--- src/hdl/gige_lb_pkg.sv ---
// ----------------------------
// Local-bus widths and region map
// Register offsets and identifier
// Decoded command, trace status and LED control types
// ----------------------------
`default_nettype none

package gige_lb_pkg;

   // Bus widths
   localparam int LB_ADDR_W   = 24;
   localparam int LB_DATA_W   = 32;
   // Offset is everything below the region nibble
   localparam int LB_OFFSET_W = LB_ADDR_W - 4;

   // Returned by REG_ID
   localparam logic [LB_DATA_W-1:0] ID_VALUE = 32'h6C62_0001;

   // ----------------------------
   // Address regions, from addr[23:20]
   // ----------------------------
   typedef enum logic [1:0] {
      REGION_REGS  = 2'd0,
      REGION_TRACE = 2'd1,
      REGION_NONE  = 2'd2
   } lb_region_e;

   // Register offsets inside REGION_REGS
   typedef enum logic [LB_OFFSET_W-1:0] {
      REG_ID        = 0,
      REG_SCRATCH   = 1,
      REG_STATUS    = 2,
      REG_TRACE_CTL = 3,
      REG_LED_CTL   = 4
   } lb_reg_e;

   // ----------------------------
   // Decoded bus command
   // ----------------------------
   typedef struct packed {
      logic                   valid;
      logic                   rnw;
      lb_region_e             region;
      logic [LB_OFFSET_W-1:0] offset;
      logic [LB_DATA_W-1:0]   wdata;
   } lb_cmd_t;

   // Laid out as the REG_TRACE_CTL read word
   typedef struct packed {
      logic        full;
      logic        armed;
      logic        running;
      logic [28:0] ptr;
   } trace_status_t;

   // Bit 4 enable, bits 3:0 pattern
   typedef struct packed {
      logic       en;
      logic [3:0] pattern;
   } led_ctl_t;

endpackage

`default_nettype wire

--- src/hdl/lb_decode.sv ---
// ----------------------------
// Local-bus strobe decode
// Registers one strobe into a decoded command
// ----------------------------
`timescale 1ns/10ps
`default_nettype none

module lb_decode (
   input  wire                                lb_clk,
   input  wire                                i_rst_n,
   input  wire                                i_lb_valid,
   input  wire                                i_lb_rnw,
   input  wire  [gige_lb_pkg::LB_ADDR_W-1:0]  i_lb_addr,
   input  wire  [gige_lb_pkg::LB_DATA_W-1:0]  i_lb_wdata,
   output gige_lb_pkg::lb_cmd_t               o_cmd
);

   gige_lb_pkg::lb_region_e region;

   // Top nibble picks the region
   always_comb begin
      case (i_lb_addr[gige_lb_pkg::LB_ADDR_W-1 -: 4])
         4'd0:    region = gige_lb_pkg::REGION_REGS;
         4'd1:    region = gige_lb_pkg::REGION_TRACE;
         default: region = gige_lb_pkg::REGION_NONE;
      endcase
   end

   // Strobe flag, cleared on reset
   always_ff @(posedge lb_clk) begin
      if (!i_rst_n) begin
         o_cmd.valid <= 1'b0;
      end else begin
         o_cmd.valid <= i_lb_valid;
      end
   end

   // Command payload, captured every cycle
   always_ff @(posedge lb_clk) begin
      o_cmd.rnw    <= i_lb_rnw;
      o_cmd.region <= region;
      o_cmd.offset <= i_lb_addr[gige_lb_pkg::LB_OFFSET_W-1:0];
      o_cmd.wdata  <= i_lb_wdata;
   end

   // No command without a strobe the cycle before
   a_no_spurious_cmd : assert property (
      @(posedge lb_clk) disable iff (!i_rst_n)
      !i_lb_valid |=> !o_cmd.valid
   ) else $error("lb_decode: command valid without strobe");

endmodule

`default_nettype wire

--- config.mk ---
export PLATFORM = sky130hd
export DESIGN_NAME = lb_decode
export DESIGN_NICKNAME = d
export VERILOG_FILES = /design/src/hdl/gige_lb_pkg.sv /design/src/hdl/lb_decode.sv
export SDC_FILE = /design/constraint.sdc
export NUM_CORES = 1
export LEC_CHECK = 0
export ABC_AREA = 1
export BUFFER_PORTS_ARGS = -buffer_cell sky130_fd_sc_hd__buf_2
export CAP_MARGIN = 20
export CORE_MARGIN = 4
export CORE_UTILIZATION = 26
export CTS_CLUSTER_SIZE = 8
export DETAILED_ROUTE_END_ITERATION = 10
export PLACE_DENSITY = 0.71
export SETUP_SLACK_MARGIN = 0.02
export SLEW_MARGIN = 20
export SYNTH_ARGS = -nofsm -noshare
export SYNTH_HDL_FRONTEND = slang
export SYNTH_SLANG_ARGS = --single-unit
--- constraint.sdc ---
create_clock -name lb_clk -period 0.8 [get_ports lb_clk]
set_input_delay 0.16 -clock lb_clk [delete_from_list [all_inputs] [get_ports lb_clk]]
set_output_delay 0.16 -clock lb_clk [all_outputs]
set_load 0.01 [all_outputs]
==> flow_summary.yaml <==
status:
  status: "complete, but fails checks"
  violations: "negative setup slack"
clock_tree:
  cts_buffer_depth: 2
  cts_tree: "built"
  clk_pin_slew_ps: 90
  cts_buffers: 5
  cts_root_buf: "clkbuf_8"
  h-tree-depth: 2
  cts.sinks: 56
cells_and_area:
  utilization_pct: 59.7
  postLayoutCellArea_mm2: 0.00258
  top_regs: "o_cmd: 56 flops"
  largest_register_ffs: 56
  syn2layout_area_growth_pct: 122
  multi_input_area_um2: 25.0
  drive_gt1_share_pct: 60.2
  nFillCells: 357
  largest-register: "o_cmd"
  fin_cells: 293
  area.sequential_mm2: 0.00115
  layout.nets: 300
  diodes: 0
sta:
  clock.fmax_mhz: 1110
  rsz0062_at_grt: "true"
  timing.hold.ws_ps: 52.5
  setup_violations: 56
  fin_crit_ps: 903
  max_slew.worst_pin.slew_ps: 89.5
  worst_slack_ps: -103
  tns_ps: -4910
  drv_slew: 0
  hold_violations: 0
  max-slew-margin-rel_pct: 94.0
  period_share_pct: 113
logic_synthesis:
  ys_async_sr_fraction_pct: 0
  yosys.area.top_type: "dfxtp_1"
  synth_warnings: 0
  syn_nets: 125
  synth_area_per_cell_um2: 17.9
  ys_ff_latch: 56
  post_synth_num_cell_types: 7
  synth_top_area_share_pct: 96.6
  ys.flop_type: "dfxtp_1"
  seq_area_frac_synth_pct: 96.6
  synth_common_cells: "dfxtp_1 (56), inv_1 (3), nand2_1 (2)"
  synth_enable_flop_cells: 0
  synth_most_common_cell: "dfxtp_1"
  netlist_area_mm2: 0.00116
  ys_top_cells_by_area: "dfxtp_1 (97%), inv_1 (0.97%), nand2_1 (0.65%)"
  syn_inst: 65
place:
  place_congestion: 0.648
  dp_hpwl_mm: 2.39
  dp_cells: 232
  dpl_cell_area_mm2: 0.00180
  dp_worst_setup_slack_ps: 213
  port_buffers: 115
power_and_ir_drop:
  swShare_pct: 20.6
  power_density_mw_per_mm2: 1990
  power_mw: 5.14
  power_leakage_nw: 1.27
  pwr-share-seq_pct: 58.2
  vdd_drop_max_mv: 1.38
  combPwrFrac_pct: 12.5
  p_int_mw: 4.08
  pwr-share-clk_pct: 29.3
  power_switching_mw: 1.06
setup_path:
  critical-path-slowest-cell: "dfxtp_1"
  cp.required_ps: 640
  cp_cell_sequence: "buf_2"
  cp-end-kind: "output port"
  crit_fanout: 1
  max_stage_delay_ps: 320
  path_delay_family: "flip-flops"
  cp_num_buf_inv: 1
  path_class: "reg2out"
  arrival_ps: 740
  worstSetupStartpointType: "flip-flop"
grt:
  grt_max_degree: 16
  grt_pass1_wl_mm: 4.96
  grt_pass1_vias: 1108
  overflow: 0
  grt_antenna_before_repair: 0
  track_usage_pct: 12.0
flow_run:
  max_cap_violations: 0
route:
  wirelength_mm: 3.48
  via_per_inst: 3.75
  wl_per_cell_um: 11.9
  drtAntennaViolNets: 0
  dr.pass1.iters: 2
  drcViolationCount: 0
  drt-initial-drc-count: 18
  num_vias: 1100
min_path:
  hp-class: "in2reg"
die:
  start_util_pct: 26.9
  pin_count: 116
  dieArea_mm2: 0.00560
  die_h_um: 74.8
  core_region_area_mm2: 0.00432
  fp-row-count: 24
  die_w_um: 74.8
cell type report:
class	instances	area share, %
sequential	56	44.5
tap	52	2.52
multi-input combinational	5	0.970
inverter	4	0.582
clock buffer	8	3.49
timing repair buffer	168	48.0
power groups by stage:
stage | clock, mW | combinational [mW] | sequential [mW]
4_1_cts | 1.57 | 0.600 | 2.98
6_report | 1.51 | 0.642 | 2.99
5_1_grt | 1.71 | 0.693 | 3.00
2_1_floorplan | 0 | 0.0118 | 3.12
3_5_place_dp | 0 | 0.379 | 3.03
3_3_place_gp | 0 | 0.373 | 3.03
routing by layer:
layer,part of all wire (%),global-route usage [%],wire [µm]
met3,12,4.41,428
met1,33,11.3,1130
met5,0,0,0
met4,1.2,4.15,41
met2,54,23.4,1880
kinds of logic after synthesis:
kind of cell,count (synthesis),synth area share (%)
buf+inv,4,1.29
simple gates,5,2.16
flops,56,96.6
worst paths after layout:
path	start	endpoint	slack, ps	cells after the start
max	o_cmd[6]$_DFF_P_	o_cmd[6]	-100	1
min	i_lb_valid	o_cmd[55]$_SDFF_PN0_	50	3
timing repair:
action                                  4_1_cts  5_1_grt
resized for setup                            14       28
setup buffers                                 0        0
hold endpoints to repair                     53        0
hold buffers                                 53        0
endpoints found under the setup margin       56       56
gates cloned                                  0        0
placed cells by master (no fill, tap or decap), drive strengths merged:
cell | Yosys | final
dfxtp | 56 | 56
nor2 | 1 | 1
inv | 4 | 4
buf | 0 | 115
nand3 | 1 | 1
nand2 | 3 | 3
clkbuf | 0 | 8
dlygate4sd3 | 0 | 53
Note: power is estimated with default switching activity, not from simulation.
