**src/hdl/gige_lb_pkg.sv**
```systemverilog
// ----------------------------
// Local-bus widths and region map
// Register offsets and identifier
// Decoded command, trace status and LED control types
// ----------------------------
`default_nettype none

package gige_lb_pkg;

   // Bus widths
   localparam int LB_ADDR_W   = 24;
   localparam int LB_DATA_W   = 32;
   // Offset is everything below the region nibble
   localparam int LB_OFFSET_W = LB_ADDR_W - 4;

   // Returned by REG_ID
   localparam logic [LB_DATA_W-1:0] ID_VALUE = 32'h6C62_0001;

   // ----------------------------
   // Address regions, from addr[23:20]
   // ----------------------------
   typedef enum logic [1:0] {
      REGION_REGS  = 2'd0,
      REGION_TRACE = 2'd1,
      REGION_NONE  = 2'd2
   } lb_region_e;

   // Register offsets inside REGION_REGS
   typedef enum logic [LB_OFFSET_W-1:0] {
      REG_ID        = 0,
      REG_SCRATCH   = 1,
      REG_STATUS    = 2,
      REG_TRACE_CTL = 3,
      REG_LED_CTL   = 4
   } lb_reg_e;

   // ----------------------------
   // Decoded bus command
   // ----------------------------
   typedef struct packed {
      logic                   valid;
      logic                   rnw;
      lb_region_e             region;
      logic [LB_OFFSET_W-1:0] offset;
      logic [LB_DATA_W-1:0]   wdata;
   } lb_cmd_t;

   // Laid out as the REG_TRACE_CTL read word
   typedef struct packed {
      logic        full;
      logic        armed;
      logic        running;
      logic [28:0] ptr;
   } trace_status_t;

   // Bit 4 enable, bits 3:0 pattern
   typedef struct packed {
      logic       en;
      logic [3:0] pattern;
   } led_ctl_t;

endpackage

`default_nettype wire

```
**src/hdl/status_leds.sv**
```systemverilog
// ----------------------------
// Status LEDs
// Heartbeat, read activity, software override
// ----------------------------
`timescale 1ns/10ps
`default_nettype none

module status_leds #(
   parameter int HB_BIT = 26
) (
   input  wire                     lb_clk,
   input  wire                     i_rst_n,
   input  gige_lb_pkg::lb_cmd_t    i_cmd,
   input  wire                     i_gt_locked,
   input  wire                     i_an_done,
   input  gige_lb_pkg::led_ctl_t   i_led_ctl,
   output logic [3:0]              o_led
);

   logic [HB_BIT:0] hb_cnt;
   logic            rd_act;
   logic [3:0]      led_status;

   // Read command this cycle, shows on LED next cycle
   assign rd_act     = i_cmd.valid && i_cmd.rnw;
   // Lock, heartbeat, read activity, autoneg done
   assign led_status = {i_gt_locked, hb_cnt[HB_BIT], rd_act, i_an_done};

   always_ff @(posedge lb_clk) begin
      if (!i_rst_n) begin
         hb_cnt <= '0;
         o_led  <= '0;
      end else begin
         hb_cnt <= hb_cnt + (HB_BIT + 1)'(1);
         o_led  <= i_led_ctl.en ? i_led_ctl.pattern : led_status;
      end
   end

endmodule

`default_nettype wire

```
**config.mk**
```make
export PLATFORM = sky130hd
export DESIGN_NAME = status_leds
export DESIGN_NICKNAME = d
export VERILOG_FILES = /design/src/hdl/gige_lb_pkg.sv /design/src/hdl/status_leds.sv
export SDC_FILE = /design/constraint.sdc
export NUM_CORES = 1
export LEC_CHECK = 0
export ABC_AREA = 1
export BUFFER_PORTS_ARGS = -buffer_cell sky130_fd_sc_hd__buf_2
export CORE_ASPECT_RATIO = 0.6
export CORE_MARGIN = 5
export CORE_UTILIZATION = 30
export DETAILED_ROUTE_END_ITERATION = 10
export PLACE_DENSITY = 0.62
export RECOVER_POWER = 25
export SLEW_MARGIN = 20
export SYNTH_ARGS = -nofsm -noshare
export SYNTH_HDL_FRONTEND = slang
export SYNTH_SLANG_ARGS = --single-unit
export TNS_END_PERCENT = 30
```
**constraint.sdc**
```tcl
create_clock -name lb_clk -period 1.5 [get_ports lb_clk]
set_clock_uncertainty 0.1 [all_clocks]
set_input_delay 0.15 -clock lb_clk [delete_from_list [all_inputs] [get_ports lb_clk]]
set_output_delay 0.15 -clock lb_clk [all_outputs]
set_load 0.05 [all_outputs]
```
==> out/metrics.csv <==
stage,metric,value,unit
setup_path,max incr delay on CP,0.55,ns
setup_path,CP bufs+invs,3,
worst_hold_path,worst hold path type,in -> reg,
cts,CTS Root Cell,clkbuf_8,
setup_path,reg2reg setup slack,0.10,ns
floorplan,total core area,5000,um2
floorplan,# rows,20,
route,Vias/cell,4.44,
route,drt first pass iters,4,
floorplan,DIE WIDTH,102,um
sta,Final Hold Fails,0,
cells_and_area,"commonest non-fill, non-tap cell in the layout",nor2_1,
sta,post-route minimum period,1.43,ns
pwr,PwrDens,845,nW/um2
grt,Total GRT Usage,0.110,
floorplan,num ports,69,
worst_hold_path,hold path depth,3,
placement,setup slack at placement,0.0582,ns
synthesis,Ys Warns,0,
route,ANT nets after route,0,
worst_hold_path,hold worst-path end,o_led[3]$_SDFF_PN0_,
floorplan,Initial Utilization,0.305,
route,total routed wirelength,3310,um
placement,Inst Count DP,295,
synthesis,Syn Area/Cell,7.13,um2
run,Max-Cap Viols,0,
cells_and_area,design area,1870,um2
sta,Peak Freq,699,MHz
worst_hold_path,HP Start,i_gt_locked,
cts,number of buffers created by CTS,5,
cells_and_area,synthesis-to-layout area growth,22.4,%
placement,Port Buffers,14,
placement,GP Congestion,0.810,
synthesis,Synth area leader,dfxtp_1,
route,drc violations,0,
grt,first-pass GRT wire length,5680,um
sta,Final WS setup,0.0693,ns
sta,crit share post-route,0.954,
cells_and_area,Final nets,308,
synthesis,"Seq/Total Area, Yosys",0.407,
cells_and_area,diode count,0,
sta,RSZ-0062 raised after global routing,yes,
sta,setup TNS,0,ns
cts,clk_lat worst skew,0.28,ns
setup_path,Crit. End Element,register,
setup_path,critical path's slowest cell,dlygate4sd3_1,
setup_path,Critical Path AT,1.50,ns
cts,clock sinks,31,
run_status,outcome,finished clean,
route,number of DRC markers in iteration 0,104,
synthesis,#FFs+latches synth,31,
setup_path,Worst R2R End,hb_cnt[21]$_SDFF_PN0_,
setup_path,worst path cell trace,dlygate4sd3_1 -> buf_2 -> nor2_1 -> nor2_1 -> dlygate4sd3_1,
cells_and_area,final non-filler cell total,309,
cts,H-tree depth,2,
placement,DP Area,1690,um2
setup_path,critical path type,in -> reg,
cts,clk slew on worst S/H paths,0.06,ns
grt,largest net degree at the start of global routing,21,
setup_path,"Largest delay share family, worst path",buffers and inverters,
grt,initial antenna violation count,0,
sta,Worst-Margin Slew,0.601,ns
placement,post-detail-place hpwl,2420,um
grt,GRT overflow,0,
sta,Rel. slew slack,0.601,
pwr,Leak,0.772,nW
route,Routed WL per cell,10.7,um
synthesis,Cells after Synth,214,
route,via count,1372,
setup_path,"Max FO, Critical Path",1,
synthesis,Synth cell types,23,
setup_path,WP data required,1.57,ns
cts,CTS tree,done,
grt,vias in the first global route,1271,
setup_path,crit path launch type,input port,
sta,Pins Over Slew Limit,0,
cells_and_area,"commonest cells after routing, fill and taps aside","nor2_1, nand2_1, dfxtp_1",
synthesis,syn nets,280,
floorplan,full die area,6660,um2
synthesis,ranking of synthesized cells by area,"dfxtp_1, nand2_1, nor2_1",
synthesis,mapped cell area,1530,um2
cells_and_area,layout cells sized above 1,0.226,
setup_path,r2r startpoint,hb_cnt[9]$_SDFF_PN0_,
setup_path,cells on worst reg2reg path,7,
synthesis,Yosys top cell area share,0.407,
sta,Final Setup Violations,0,
pwr,Peak VDD IR,0.000457,V
cts,CTS Buffer Depth,2,
floorplan,Die Ht,65.3,um
## timing repair
action | in CTS | in global routing
endpoints found under the hold margin | 3 | 0
setup buffers | 0 | 2
gates resized for setup | 0 | 12
hold buffers | 4 | 0
endpoints found under the setup margin | 0 | 8
## worst max-delay path by stage
stage	from	endpoint	cells after the start
after global routing	hb_cnt[9]$_SDFF_PN0_	hb_cnt[21]$_SDFF_PN0_	7
after detailed placement	hb_cnt[1]$_SDFF_PN0_	hb_cnt[26]$_SDFF_PN0_	8
after floorplan	hb_cnt[0]$_SDFF_PN0_	hb_cnt[24]$_SDFF_PN0_	8
final	i_led_ctl[0]	o_led[0]$_SDFF_PN0_	5
after CTS	hb_cnt[1]$_SDFF_PN0_	hb_cnt[26]$_SDFF_PN0_	8
after global placement	hb_cnt[1]$_SDFF_PN0_	hb_cnt[24]$_SDFF_PN0_	8
## worst min-delay path, stage by stage
cell	delay, ns
buf_2	0.07
o21ai_0	0.06
nor2_1	0.08
## area by class of cell
class	instances	area, um2
fillers	523	3140
multi-input cells	168	887
flip-flops and latches	31	623
repair buffers	23	145
well taps	66	82.6
clock buffers	7	76.3
inverters	13	48.8
clock inverters	1	5.00
## through the flow
step           power, mW  utilization  hold WS [ns]
2_1_floorplan      0.924            -         0.182
3_3_place_gp       0.958        0.339         0.279
3_5_place_dp       0.959        0.339         0.292
4_1_cts             1.60        0.363       0.00278
5_1_grt             1.66        0.373        0.0397
6_report            1.58        0.373        0.0158
## sequential cells by signal, summed over array words and instances (netlist names)
register	cells
hb_cnt	27
o_led	4
## where the power goes
part / internal (mW) / leakage [nW] / switching [mW]
Combinational: 0.0396 / 0.477 / 0.0674
Sequential: 0.838 / 0.252 / 0.00587
Clock: 0.325 / 0.0422 / 0.302
Total: 1.20 / 0.772 / 0.376
## cell usage after synthesis
master,count
o21a_1,2
nor3_2,1
nor2_1,48
nor2_8,3
inv_2,3
a21oi_1,17
o21ai_0,4
nand3_1,12
ha_1,1
nand2_4,2
nand3b_1,1
nor2_4,2
nand2_1,49
clkbuf_1,2
nor2_2,9
dfxtp_1,31
inv_1,10
and2_1,3
nand2_2,4
o21ai_1,3
nand3_2,1
nor3_1,2
xor2_1,4
## per-layer routing
layer | part of all wire | wire length, um | GRT usage
met5 | 0 | 0 | 0
met2 | 0.37 | 1230 | 0.151
met1 | 0.57 | 1900 | 0.160
met3 | 0.045 | 150 | 0.0350
met4 | 0.012 | 40 | 0.0393
## cell families (layout without fill, tap and decap cells)
group,after synthesis,in the layout,share of synthesized area
adder cells (fa/ha/maj),1,1,0.00820
XOR/XNOR,4,4,0.0229
flip-flops,31,31,0.407
AND/OR/NAND/NOR,137,137,0.437
AO/OA/AOI/OAI,26,26,0.0885
buffers and inverters,15,44,0.0369
No activity file was read; power rests on OpenSTA's default activity.
