--- config.mk ---
export PLATFORM = sky130hd
export DESIGN_NAME = lb_read_mux
export DESIGN_NICKNAME = d
export VERILOG_FILES = /design/src/hdl/gige_lb_pkg.sv /design/src/hdl/lb_read_mux.sv
export SDC_FILE = /design/constraint.sdc
export NUM_CORES = 1
export LEC_CHECK = 0
export ABC_AREA = 0
export CAP_MARGIN = 20
export CORE_AREA = 2 2 60 62
export DETAILED_ROUTE_END_ITERATION = 8
export DIE_AREA = 0 0 62 64
export DONT_BUFFER_PORTS = 1
export GPL_TIMING_DRIVEN = 0
export PLACE_DENSITY = 0.4
export SYNTH_ARGS = -nofsm -noshare
export SYNTH_HDL_FRONTEND = slang
export SYNTH_SLANG_ARGS = --single-unit
--- constraint.sdc ---
create_clock -name lb_clk -period 0.85 [get_ports lb_clk]
set_input_delay 0.085 -clock lb_clk [delete_from_list [all_inputs] [get_ports lb_clk]]
set_output_delay 0.085 -clock lb_clk [all_outputs]
set_load 0.01 [all_outputs]
--- src/hdl/gige_lb_pkg.sv ---
// ----------------------------
// Local-bus widths and region map
// Register offsets and identifier
// Decoded command, trace status and LED control types
// ----------------------------
`default_nettype none

package gige_lb_pkg;

   // Bus widths
   localparam int LB_ADDR_W   = 24;
   localparam int LB_DATA_W   = 32;
   // Offset is everything below the region nibble
   localparam int LB_OFFSET_W = LB_ADDR_W - 4;

   // Returned by REG_ID
   localparam logic [LB_DATA_W-1:0] ID_VALUE = 32'h6C62_0001;

   // ----------------------------
   // Address regions, from addr[23:20]
   // ----------------------------
   typedef enum logic [1:0] {
      REGION_REGS  = 2'd0,
      REGION_TRACE = 2'd1,
      REGION_NONE  = 2'd2
   } lb_region_e;

   // Register offsets inside REGION_REGS
   typedef enum logic [LB_OFFSET_W-1:0] {
      REG_ID        = 0,
      REG_SCRATCH   = 1,
      REG_STATUS    = 2,
      REG_TRACE_CTL = 3,
      REG_LED_CTL   = 4
   } lb_reg_e;

   // ----------------------------
   // Decoded bus command
   // ----------------------------
   typedef struct packed {
      logic                   valid;
      logic                   rnw;
      lb_region_e             region;
      logic [LB_OFFSET_W-1:0] offset;
      logic [LB_DATA_W-1:0]   wdata;
   } lb_cmd_t;

   // Laid out as the REG_TRACE_CTL read word
   typedef struct packed {
      logic        full;
      logic        armed;
      logic        running;
      logic [28:0] ptr;
   } trace_status_t;

   // Bit 4 enable, bits 3:0 pattern
   typedef struct packed {
      logic       en;
      logic [3:0] pattern;
   } led_ctl_t;

endpackage

`default_nettype wire

--- src/hdl/lb_read_mux.sv ---
// ----------------------------
// Read data return mux
// Picks the word of the region read two cycles back
// ----------------------------
`timescale 1ns/10ps
`default_nettype none

module lb_read_mux (
   input  wire                                 lb_clk,
   input  wire                                 i_rst_n,
   input  gige_lb_pkg::lb_cmd_t                i_cmd,
   input  wire  [gige_lb_pkg::LB_DATA_W-1:0]   i_reg_rdata,
   input  wire  [gige_lb_pkg::LB_DATA_W-1:0]   i_trace_rdata,
   output logic [gige_lb_pkg::LB_DATA_W-1:0]   o_lb_rdata
);

   logic                    pending_q;
   gige_lb_pkg::lb_region_e region_q;

   // Read in flight, lines up with the execute read words
   always_ff @(posedge lb_clk) begin
      if (!i_rst_n) begin
         pending_q <= 1'b0;
      end else begin
         pending_q <= i_cmd.valid && i_cmd.rnw;
      end
   end

   always_ff @(posedge lb_clk) begin
      region_q <= i_cmd.region;
   end

   // Zero outside a result cycle
   always_comb begin
      o_lb_rdata = '0;
      if (pending_q) begin
         case (region_q)
            gige_lb_pkg::REGION_REGS:  o_lb_rdata = i_reg_rdata;
            gige_lb_pkg::REGION_TRACE: o_lb_rdata = i_trace_rdata;
            default:                   o_lb_rdata = '0;
         endcase
      end
   end

   a_none_reads_zero : assert property (
      @(posedge lb_clk) disable iff (!i_rst_n)
      (pending_q && (region_q == gige_lb_pkg::REGION_NONE)) |-> (o_lb_rdata == '0)
   ) else $error("lb_read_mux: nonzero data for unmapped region");

endmodule

`default_nettype wire

==> impl_metrics.csv <==
group,metric,value,unit
clock_tree,clockBufferDepth,2,
worst_setup_path,cp_slowest_cell,"dfxtp_2",
detailed_routing,wl,2.00,mm
timing,finalHoldViolCount,0,
run_status,violations,"negative setup slack",
floorplan,num_io_pins,154,
floorplan,initial_core_util,18.2,%
logic_synthesis,ys.flop_type,"dfxtp_1",
logic_synthesis,ys_top_cells_by_area,"mux2i_1 53%, nor2_1 20%, buf_12 10%",
logic_synthesis,ys_ff_latch,3,
timing,period_needed,1.25,ns
timing,slew_headroom,85.2,%
floorplan,core,3280,um2
grt,grt_max_degree,11,
detailed_routing,avgRoutedWirePerCell,15.1,um
final_layout,fin_nets,209,
placement,place_ws,-0.191,ns
timing,postLayoutSetupSlackWorst,-0.398,ns
final_layout,nFillCells,348,
floorplan,core.rowCount,21,
hold_path,min_path_type,"in2reg",
clock_tree,cts_tree,"done",
placement,place_inst,122,
final_layout,syn2layout_area_growth,61.4,%
worst_setup_path,cp-end-kind,"primary output",
worst_setup_path,arrival,1.16,ns
worst_setup_path,path_buf_inv,2,
final_layout,instances_no_fill,132,
logic_synthesis,syn_inst,76,
clock_tree,numCtsBuffers,3,
floorplan,dieArea,3970,um2
worst_setup_path,slowest_delay,0.32,ns
placement,hpwl,1.37,mm
logic_synthesis,avgSynthCellArea,7.89,um2
worst_setup_path,cp_cell_sequence,"buf_8 > buf_12 > mux2i_1 > nor2_2",
timing,setup_viol,32,
detailed_routing,antenna_left,0,
logic_synthesis,synth_area,599,um2
clock_tree,path_clk_slew,0.04,ns
detailed_routing,drt-initial-drc-count,12,
timing,post-route-period-util,147,%
hold_path,hold_path_startpoint,"i_rst_n",
grt,antenna_found_initial,0,
worst_setup_path,critPathRequiredTime,0.76,ns
clock_tree,clk_root_buffer_cell,"clkbuf_4",
worst_setup_path,crit_path_max_fanout,10,
grt,grt_pass1_vias,582,
detailed_routing,vias,611,
hold_path,hold_depth,1,
logic_synthesis,synth_edf_count,0,
logic_synthesis,synth_seq_area_share,10.0,%
logic_synthesis,ys_types,8,
grt,grt_pass1_wl,2.50,mm
hold_path,worst_hold_path.endpoint,"pending_q",
logic_synthesis,synthTopCellsByCount,"32 x mux2i_1, 32 x nor2_1, 3 x buf_12, 3 x buf_2, 3 x dfxtp_1",
worst_setup_path,cp_top_family,"flip-flops",
job,cap_violations,0,
logic_synthesis,synth-warning-count,0,
detailed_routing,drc,0,
worst_setup_path,start_kind,"register",
run_status,status,"finished, violations left",
detailed_routing,drtPass1Iterations,4,
timing,rsz0062_at_grt,"true",
floorplan,die-width,62,um
logic_synthesis,syn_nets,198,
timing,fmax,802,MHz
final_layout,n_antenna_cell,0,
power_and_ir_drop,leakage,0.352,nW
power_and_ir_drop,peakVddDrop,0.000463,V
grt,grt_use_total,8.37,%
power_and_ir_drop,p_per_area,792,nW/um2
timing,max_slew.worst_pin.slew,0.216,ns
clock_tree,cts_sinks,3,
worst_setup_path,path_depth,4,
detailed_routing,vias_per_cell,4.63,
worst_setup_path,path_class,"reg2out",
clock_tree,htree_levels,1,
timing,drv_slew,0,
placement,port_buffers,0,
grt,overflow,0,
logic_synthesis,yosysTopAreaCellShare,53.4,%
floorplan,die_h,64,um
logic_synthesis,async_flop_share,0,%
placement,place_congestion,0.642,
logic_synthesis,yosys.area.top_type,"mux2i_1",
final_layout,layout-drive-gt1-share,69.8,%
[layout make-up]
cell class | instances | area, um2 | share of cell area [%]
multi-input combinational | 66 | 638 | 66.0
sequential | 3 | 61.3 | 6.34
timing repair buffer | 6 | 75.1 | 7.76
tap | 46 | 57.6 | 5.95
clock buffer | 4 | 26.3 | 2.72
buffer | 7 | 109 | 11.3
[metal layers]
layer / global-route usage (%) / share of wire [%] / vias up
met4: 3.99 / 0.80 / 0
met1: 7.44 / 31 / 270
met2: 16.5 / 58 / 64
met5: 0 / 0 / -
li1: - / - / 275
met3: 1.62 / 9.5 / 2
[sequential cells by signal, indices dropped and copies added, names as in the netlist]
name / flops
pending_q: 1
region_q: 2
[cell families (layout without fill, tap and decap cells)]
group	count (synthesis)	count (layout)	synth area share, %
multiplexers	32	32	53.4
buffers and inverters	7	17	14.4
AND/OR/NAND/NOR	34	34	22.1
flip-flops	3	3	10.0
[worst max path at each step]
stage	from	to	slack [ns]
floorplan	region_q[0]	o_lb_rdata[10]	-0.07
global placement	region_q[1]	o_lb_rdata[23]	-0.17
detailed placement	region_q[1]	o_lb_rdata[7]	-0.19
CTS	region_q[0]	o_lb_rdata[23]	-0.40
global route	region_q[0]	o_lb_rdata[18]	-0.46
finish	region_q[0]	o_lb_rdata[15]	-0.40
[cell usage in the layout, fill, tap and decap left out]
| cell | instances |
|---|---|
| nand2b_4 | 1 |
| dlygate4sd3_1 | 4 |
| nor2_4 | 2 |
| buf_16 | 1 |
| buf_8 | 1 |
| buf_4 | 1 |
| nor2_2 | 30 |
| dfxtp_1 | 2 |
| clkbuf_1 | 1 |
| and3_1 | 1 |
| mux2i_1 | 18 |
| clkbuf_4 | 3 |
| dfxtp_2 | 1 |
| mux2i_2 | 10 |
| buf_6 | 3 |
| buf_12 | 3 |
| mux2i_4 | 4 |
[stage by stage]
stage | cell area (um2) | total power, W | utilization, % | hold slack (ns) | setup TNS, ns
after global routing | 967 | 0.000815 | 29.4 | 0.000796 | -13.84
after CTS | 882 | 0.000731 | 26.9 | 0.00109 | -12.18
after floorplan | 599 | 0.000355 | - | 0.113 | -1.99
final | 967 | 0.000766 | 29.4 | 0.00931 | -12.04
after global placement | 657 | 0.000372 | 20.0 | 0.113 | -4.68
after detailed placement | 657 | 0.000378 | 20.0 | 0.113 | -5.44
[what timing repair did]
action,CTS,global route
cloned,1,0
pin swaps,2,2
setup buffers,1,0
gates resized for setup,46,17
hold buffers,4,0
hold endpoints to repair,3,0
endpoints found under the setup margin,32,32
[power by group]
part	switching [W]	leakage, nW	internal (W)
Clock	0.0000792	0.0150	0.000176
Sequential	0.00000361	0.0251	0.000149
Combinational	0.000158	0.312	0.000200
Total	0.000240	0.352	0.000526
(Power assumes the default switching activity.)
