### src/hdl/gige_lb_pkg.sv
// ----------------------------
// Local-bus widths and region map
// Register offsets and identifier
// Decoded command, trace status and LED control types
// ----------------------------
`default_nettype none

package gige_lb_pkg;

   // Bus widths
   localparam int LB_ADDR_W   = 24;
   localparam int LB_DATA_W   = 32;
   // Offset is everything below the region nibble
   localparam int LB_OFFSET_W = LB_ADDR_W - 4;

   // Returned by REG_ID
   localparam logic [LB_DATA_W-1:0] ID_VALUE = 32'h6C62_0001;

   // ----------------------------
   // Address regions, from addr[23:20]
   // ----------------------------
   typedef enum logic [1:0] {
      REGION_REGS  = 2'd0,
      REGION_TRACE = 2'd1,
      REGION_NONE  = 2'd2
   } lb_region_e;

   // Register offsets inside REGION_REGS
   typedef enum logic [LB_OFFSET_W-1:0] {
      REG_ID        = 0,
      REG_SCRATCH   = 1,
      REG_STATUS    = 2,
      REG_TRACE_CTL = 3,
      REG_LED_CTL   = 4
   } lb_reg_e;

   // ----------------------------
   // Decoded bus command
   // ----------------------------
   typedef struct packed {
      logic                   valid;
      logic                   rnw;
      lb_region_e             region;
      logic [LB_OFFSET_W-1:0] offset;
      logic [LB_DATA_W-1:0]   wdata;
   } lb_cmd_t;

   // Laid out as the REG_TRACE_CTL read word
   typedef struct packed {
      logic        full;
      logic        armed;
      logic        running;
      logic [28:0] ptr;
   } trace_status_t;

   // Bit 4 enable, bits 3:0 pattern
   typedef struct packed {
      logic       en;
      logic [3:0] pattern;
   } led_ctl_t;

endpackage

`default_nettype wire

### src/hdl/lb_regs.sv
// ----------------------------
// Control and status registers
// Scratch, status, trace control, LED control
// Registered read word, trace arm pulse
// ----------------------------
`timescale 1ns/10ps
`default_nettype none

module lb_regs (
   input  wire                                 lb_clk,
   input  wire                                 i_rst_n,
   input  gige_lb_pkg::lb_cmd_t                i_cmd,
   input  wire                                 i_gt_locked,
   input  wire                                 i_an_done,
   input  wire                                 i_rx_mon,
   input  gige_lb_pkg::trace_status_t          i_trace_status,
   output logic [gige_lb_pkg::LB_DATA_W-1:0]   o_rdata,
   output logic                                o_trace_arm,
   output gige_lb_pkg::led_ctl_t               o_led_ctl
);

   gige_lb_pkg::lb_reg_e             reg_sel;
   logic                             hit;
   logic                             wr_en;
   logic                             rd_en;
   logic [gige_lb_pkg::LB_DATA_W-1:0] scratch;
   logic [gige_lb_pkg::LB_DATA_W-1:0] rd_word;

   // Only commands into the register region
   assign hit     = i_cmd.valid && (i_cmd.region == gige_lb_pkg::REGION_REGS);
   assign wr_en   = hit && !i_cmd.rnw;
   assign rd_en   = hit && i_cmd.rnw;
   // Offset acts as the register opcode
   assign reg_sel = gige_lb_pkg::lb_reg_e'(i_cmd.offset);

   // ----------------------------
   // Write side
   // ----------------------------
   always_ff @(posedge lb_clk) begin
      if (!i_rst_n) begin
         o_led_ctl   <= '0;
         o_trace_arm <= 1'b0;
      end else begin
         if (wr_en && (reg_sel == gige_lb_pkg::REG_LED_CTL)) begin
            o_led_ctl <= gige_lb_pkg::led_ctl_t'(i_cmd.wdata[4:0]);
         end
         // Back-to-back arms merge into one pulse
         o_trace_arm <= wr_en && (reg_sel == gige_lb_pkg::REG_TRACE_CTL) && !o_trace_arm;
      end
   end

   // Scratch holds data only
   always_ff @(posedge lb_clk) begin
      if (wr_en && (reg_sel == gige_lb_pkg::REG_SCRATCH)) begin
         scratch <= i_cmd.wdata;
      end
   end

   // ----------------------------
   // Read side
   // ----------------------------
   always_comb begin
      rd_word = '0;
      case (reg_sel)
         gige_lb_pkg::REG_ID:        rd_word = gige_lb_pkg::ID_VALUE;
         gige_lb_pkg::REG_SCRATCH:   rd_word = scratch;
         gige_lb_pkg::REG_STATUS:    rd_word = 32'({i_gt_locked, i_rx_mon, i_an_done});
         gige_lb_pkg::REG_TRACE_CTL: rd_word = i_trace_status;
         gige_lb_pkg::REG_LED_CTL:   rd_word = 32'(o_led_ctl);
         // Unmapped offsets
         default:                    rd_word = '0;
      endcase
   end

   // Read word ready the cycle after the command
   always_ff @(posedge lb_clk) begin
      if (rd_en) begin
         o_rdata <= rd_word;
      end
   end

   // Arm never lasts more than one cycle
   a_arm_pulse : assert property (
      @(posedge lb_clk) disable iff (!i_rst_n)
      o_trace_arm |=> !o_trace_arm
   ) else $error("lb_regs: trace arm wider than one cycle");

endmodule

`default_nettype wire

### config.mk
export PLATFORM = sky130hd
export DESIGN_NAME = lb_regs
export DESIGN_NICKNAME = d
export VERILOG_FILES = /design/src/hdl/gige_lb_pkg.sv /design/src/hdl/lb_regs.sv
export SDC_FILE = /design/constraint.sdc
export NUM_CORES = 1
export LEC_CHECK = 0
export ABC_AREA = 1
export BUFFER_PORTS_ARGS = -buffer_cell sky130_fd_sc_hd__buf_2
export CORE_UTILIZATION = 45
export DETAILED_ROUTE_END_ITERATION = 7
export PLACE_DENSITY_LB_ADDON = 0.08
export SLEW_MARGIN = 40
export SYNTH_ARGS = -nofsm -noshare
export SYNTH_HDL_FRONTEND = slang
export SYNTH_SLANG_ARGS = --single-unit
### constraint.sdc
create_clock -name lb_clk -period 4 [get_ports lb_clk]
set_input_delay 1 -clock lb_clk [delete_from_list [all_inputs] [get_ports lb_clk]]
set_output_delay 1 -clock lb_clk [all_outputs]
set_load 0.005 [all_outputs]
==> impl_metrics.json <==
{
  "avgSynthCellArea_sq_um": 12.3,
  "worst_slew_pin_slew_ns": 0.591,
  "place_hpwl_mm": 4.53,
  "drt-initial-drc-count": 94,
  "ctsHoldBuffers": 0,
  "gp_congestion": 0.778,
  "cts_buffers": 9,
  "worst_setup_path_end_kind": "flop",
  "path_class": "in2reg",
  "grt_pass1_vias": 2163,
  "comb_power_share": 0.055,
  "finClkSkew_ns": 0.00367,
  "critPathRequiredTime_ns": 4.01,
  "routedWlPerCell_um": 12.9,
  "p_leak_nw": 1.98,
  "wl_met1_mm": 2.70,
  "antenna_left": 0,
  "maxSlewViolCount": 0,
  "switching_share": 0.194,
  "max_slew_margin": 0.605,
  "setup_viol": 0,
  "core_area_sq_um": 6790,
  "period_needed_ns": 2.62,
  "clkTransAtPathRegs_ns": 0.06,
  "synth_fa_ha_area_frac": 0,
  "switchingPower_w": 0.000267,
  "grt_pass1_wl_mm": 10.0,
  "synthSimpleGateAreaFrac": 0.178,
  "placed_cells_incl_taps": 476,
  "cts_setup_buffers": 0,
  "drcViolationCount": 0,
  "worstSetupStartpointType": "input port",
  "drive_above_1_share": 0.452,
  "period_share": 0.654,
  "wirelength_mm": 6.32,
  "antennaDiodeCount": 0,
  "yosysSeqAreaShare": 0.646,
  "setup_tns_ns": 0,
  "num-fill-cells": 590,
  "synth_compound_area_frac": 0.0791,
  "synthMuxAreaShare": 0,
  "synth-xor-area-share": 0,
  "port-buffer-count": 130,
  "syn_area_sq_um": 3160,
  "power.density_nw_per_um2": 339,
  "die-area_sq_um": 7370,
  "wl_met3_um": 472,
  "antenna_found_initial": 0,
  "run_status": "completed",
  "wl_met2_mm": 3.06,
  "clockBufferDepth": 2,
  "worstPathArrival_ns": 2.63,
  "drv_cap": 0,
  "synth_top_family_by_area": "simple AND/OR/NAND/NOR gates",
  "min_path_type": "reg2reg",
  "die_w_um": 85.8,
  "stdcell_count": 490,
  "final_cell_mix": "buf_2 (130), edfxtp_1 (64), inv_1 (54)",
  "clockPowerShare": 0.369,
  "top_layer": "met4",
  "hold_viol": 0,
  "io_pins": 131,
  "htree_levels": 3,
  "cts_resized": 0,
  "synth-seq-cells": 70,
  "ir_worst_vdd_mv": 0.188,
  "synth_nets": 351,
  "ys_types": 21,
  "rsz0062_at_grt": "no",
  "grt_max_degree": 35,
  "start_util": 0.465,
  "rows": 30,
  "cts_tree": "done",
  "grt-ovfl-total": 0,
  "final_nets": 484,
  "cts_sinks": 70,
  "seq_power_share": 0.577,
  "intPower_w": 0.00111,
  "viasPerCell": 4.64,
  "grt_usage": 0.183,
  "chipHeight_um": 85.8,
  "synthCells": 258,
  "mostFrequentLayoutCell": "buf_2",
  "area_delta_synth_final_pct": 28.5,
  "cts_root_buf": "clkbuf_8",
  "num_vias": 2276,
  "insertion_delay_ns": 0.32,
  "path_max_fanout": 34,
  "synth_warnings": 0,
  "dr.pass1.iters": 5,
  "max_freq_mhz": 382
}
[metal layers]
layer / up-vias / global-route usage
li1: 1167 / -
met1: 1014 / 0.224
met2: 86 / 0.305
met3: 9 / 0.0529
met4: 0 / 0.0727
met5: - / 0
[power by group through the flow]
stage / Sequential, W / Clock, W / Combinational [W]
2_1_floorplan: 0.000812 / 0 / 0.0000218
3_3_place_gp: 0.000811 / 0 / 0.0000733
3_5_place_dp: 0.000811 / 0 / 0.0000752
4_1_cts: 0.000795 / 0.000526 / 0.0000756
5_1_grt: 0.000795 / 0.000552 / 0.0000837
6_report: 0.000795 / 0.000509 / 0.0000752
[cell families (layout without fill, tap and decap cells)]
group,count (synthesis),count (layout)
AO/OA/AOI/OAI,20,20
buffers and inverters,68,204
flip-flops,70,70
AND/OR/NAND/NOR,100,100
[stage by stage]
step           setup WS (ns)   util  instance area, sq um  hold slack [ns]  power, W
2_1_floorplan          0.548      -                  3160            0.423  0.000834
3_3_place_gp            1.10  0.570                  3870            0.409  0.000885
3_5_place_dp            1.04  0.572                  3890            0.420  0.000886
4_1_cts                 1.37  0.597                  4060            0.439   0.00140
5_1_grt                 1.17  0.598                  4060            0.454   0.00143
6_report                1.38  0.598                  4060            0.442   0.00138
[cell type report]
cell class | instances | area [sq um] | share of cell area
clock inverters | 3 | 37.5 | 0.00924
multi-input cells | 120 | 833 | 0.205
well taps | 96 | 120 | 0.0296
repair buffers | 134 | 688 | 0.169
flip-flops and latches | 70 | 2040 | 0.503
clock buffers | 11 | 131 | 0.0323
inverters | 56 | 210 | 0.0517
[Yosys cell counts]
cell type | number | area share
o22ai_2 | 20 | 0.079
nand4_4 | 1 | 0.0067
nand3_1 | 10 | 0.016
nor3_1 | 1 | 0.0016
and3_1 | 1 | 0.0020
nand2_1 | 22 | 0.026
nor2_1 | 24 | 0.028
nand3_4 | 1 | 0.0055
nor3_2 | 1 | 0.0032
nand2_2 | 1 | 0.0020
inv_2 | 2 | 0.0024
buf_6 | 6 | 0.021
dfxtp_1 | 6 | 0.038
nor2_8 | 2 | 0.013
edfxtp_1 | 64 | 0.61
inv_1 | 54 | 0.064
nor2_2 | 2 | 0.0040
nand4_1 | 31 | 0.061
nand3_2 | 2 | 0.0063
buf_2 | 6 | 0.0095
nor4_1 | 1 | 0.0020
[worst max-delay path, cell delays in order]
cell and delay (ns):
buf_2 0.10, nor2_1 0.10, nand2_1 0.13, nor2_8 0.42, nand3_4 0.14, nor2_4 0.38
buf_4 0.34
[path summary, 6_finish.rpt]
kind	endpoint	slack [ns]	start	depth (start not counted)
min	o_trace_arm	0.44	o_trace_arm	1
max reg2reg	o_rdata[0]	3.11	scratch[0]	4
min reg2reg	o_trace_arm	0.44	o_trace_arm	1
max	scratch[24]	1.38	i_cmd[43]	7
[registers in the layout, indices dropped and copies added, names as in the netlist]
signal / cells
o_led_ctl: 5
o_trace_arm: 1
scratch: 32
o_rdata: 32
Power figures use the tool's default switching activity.
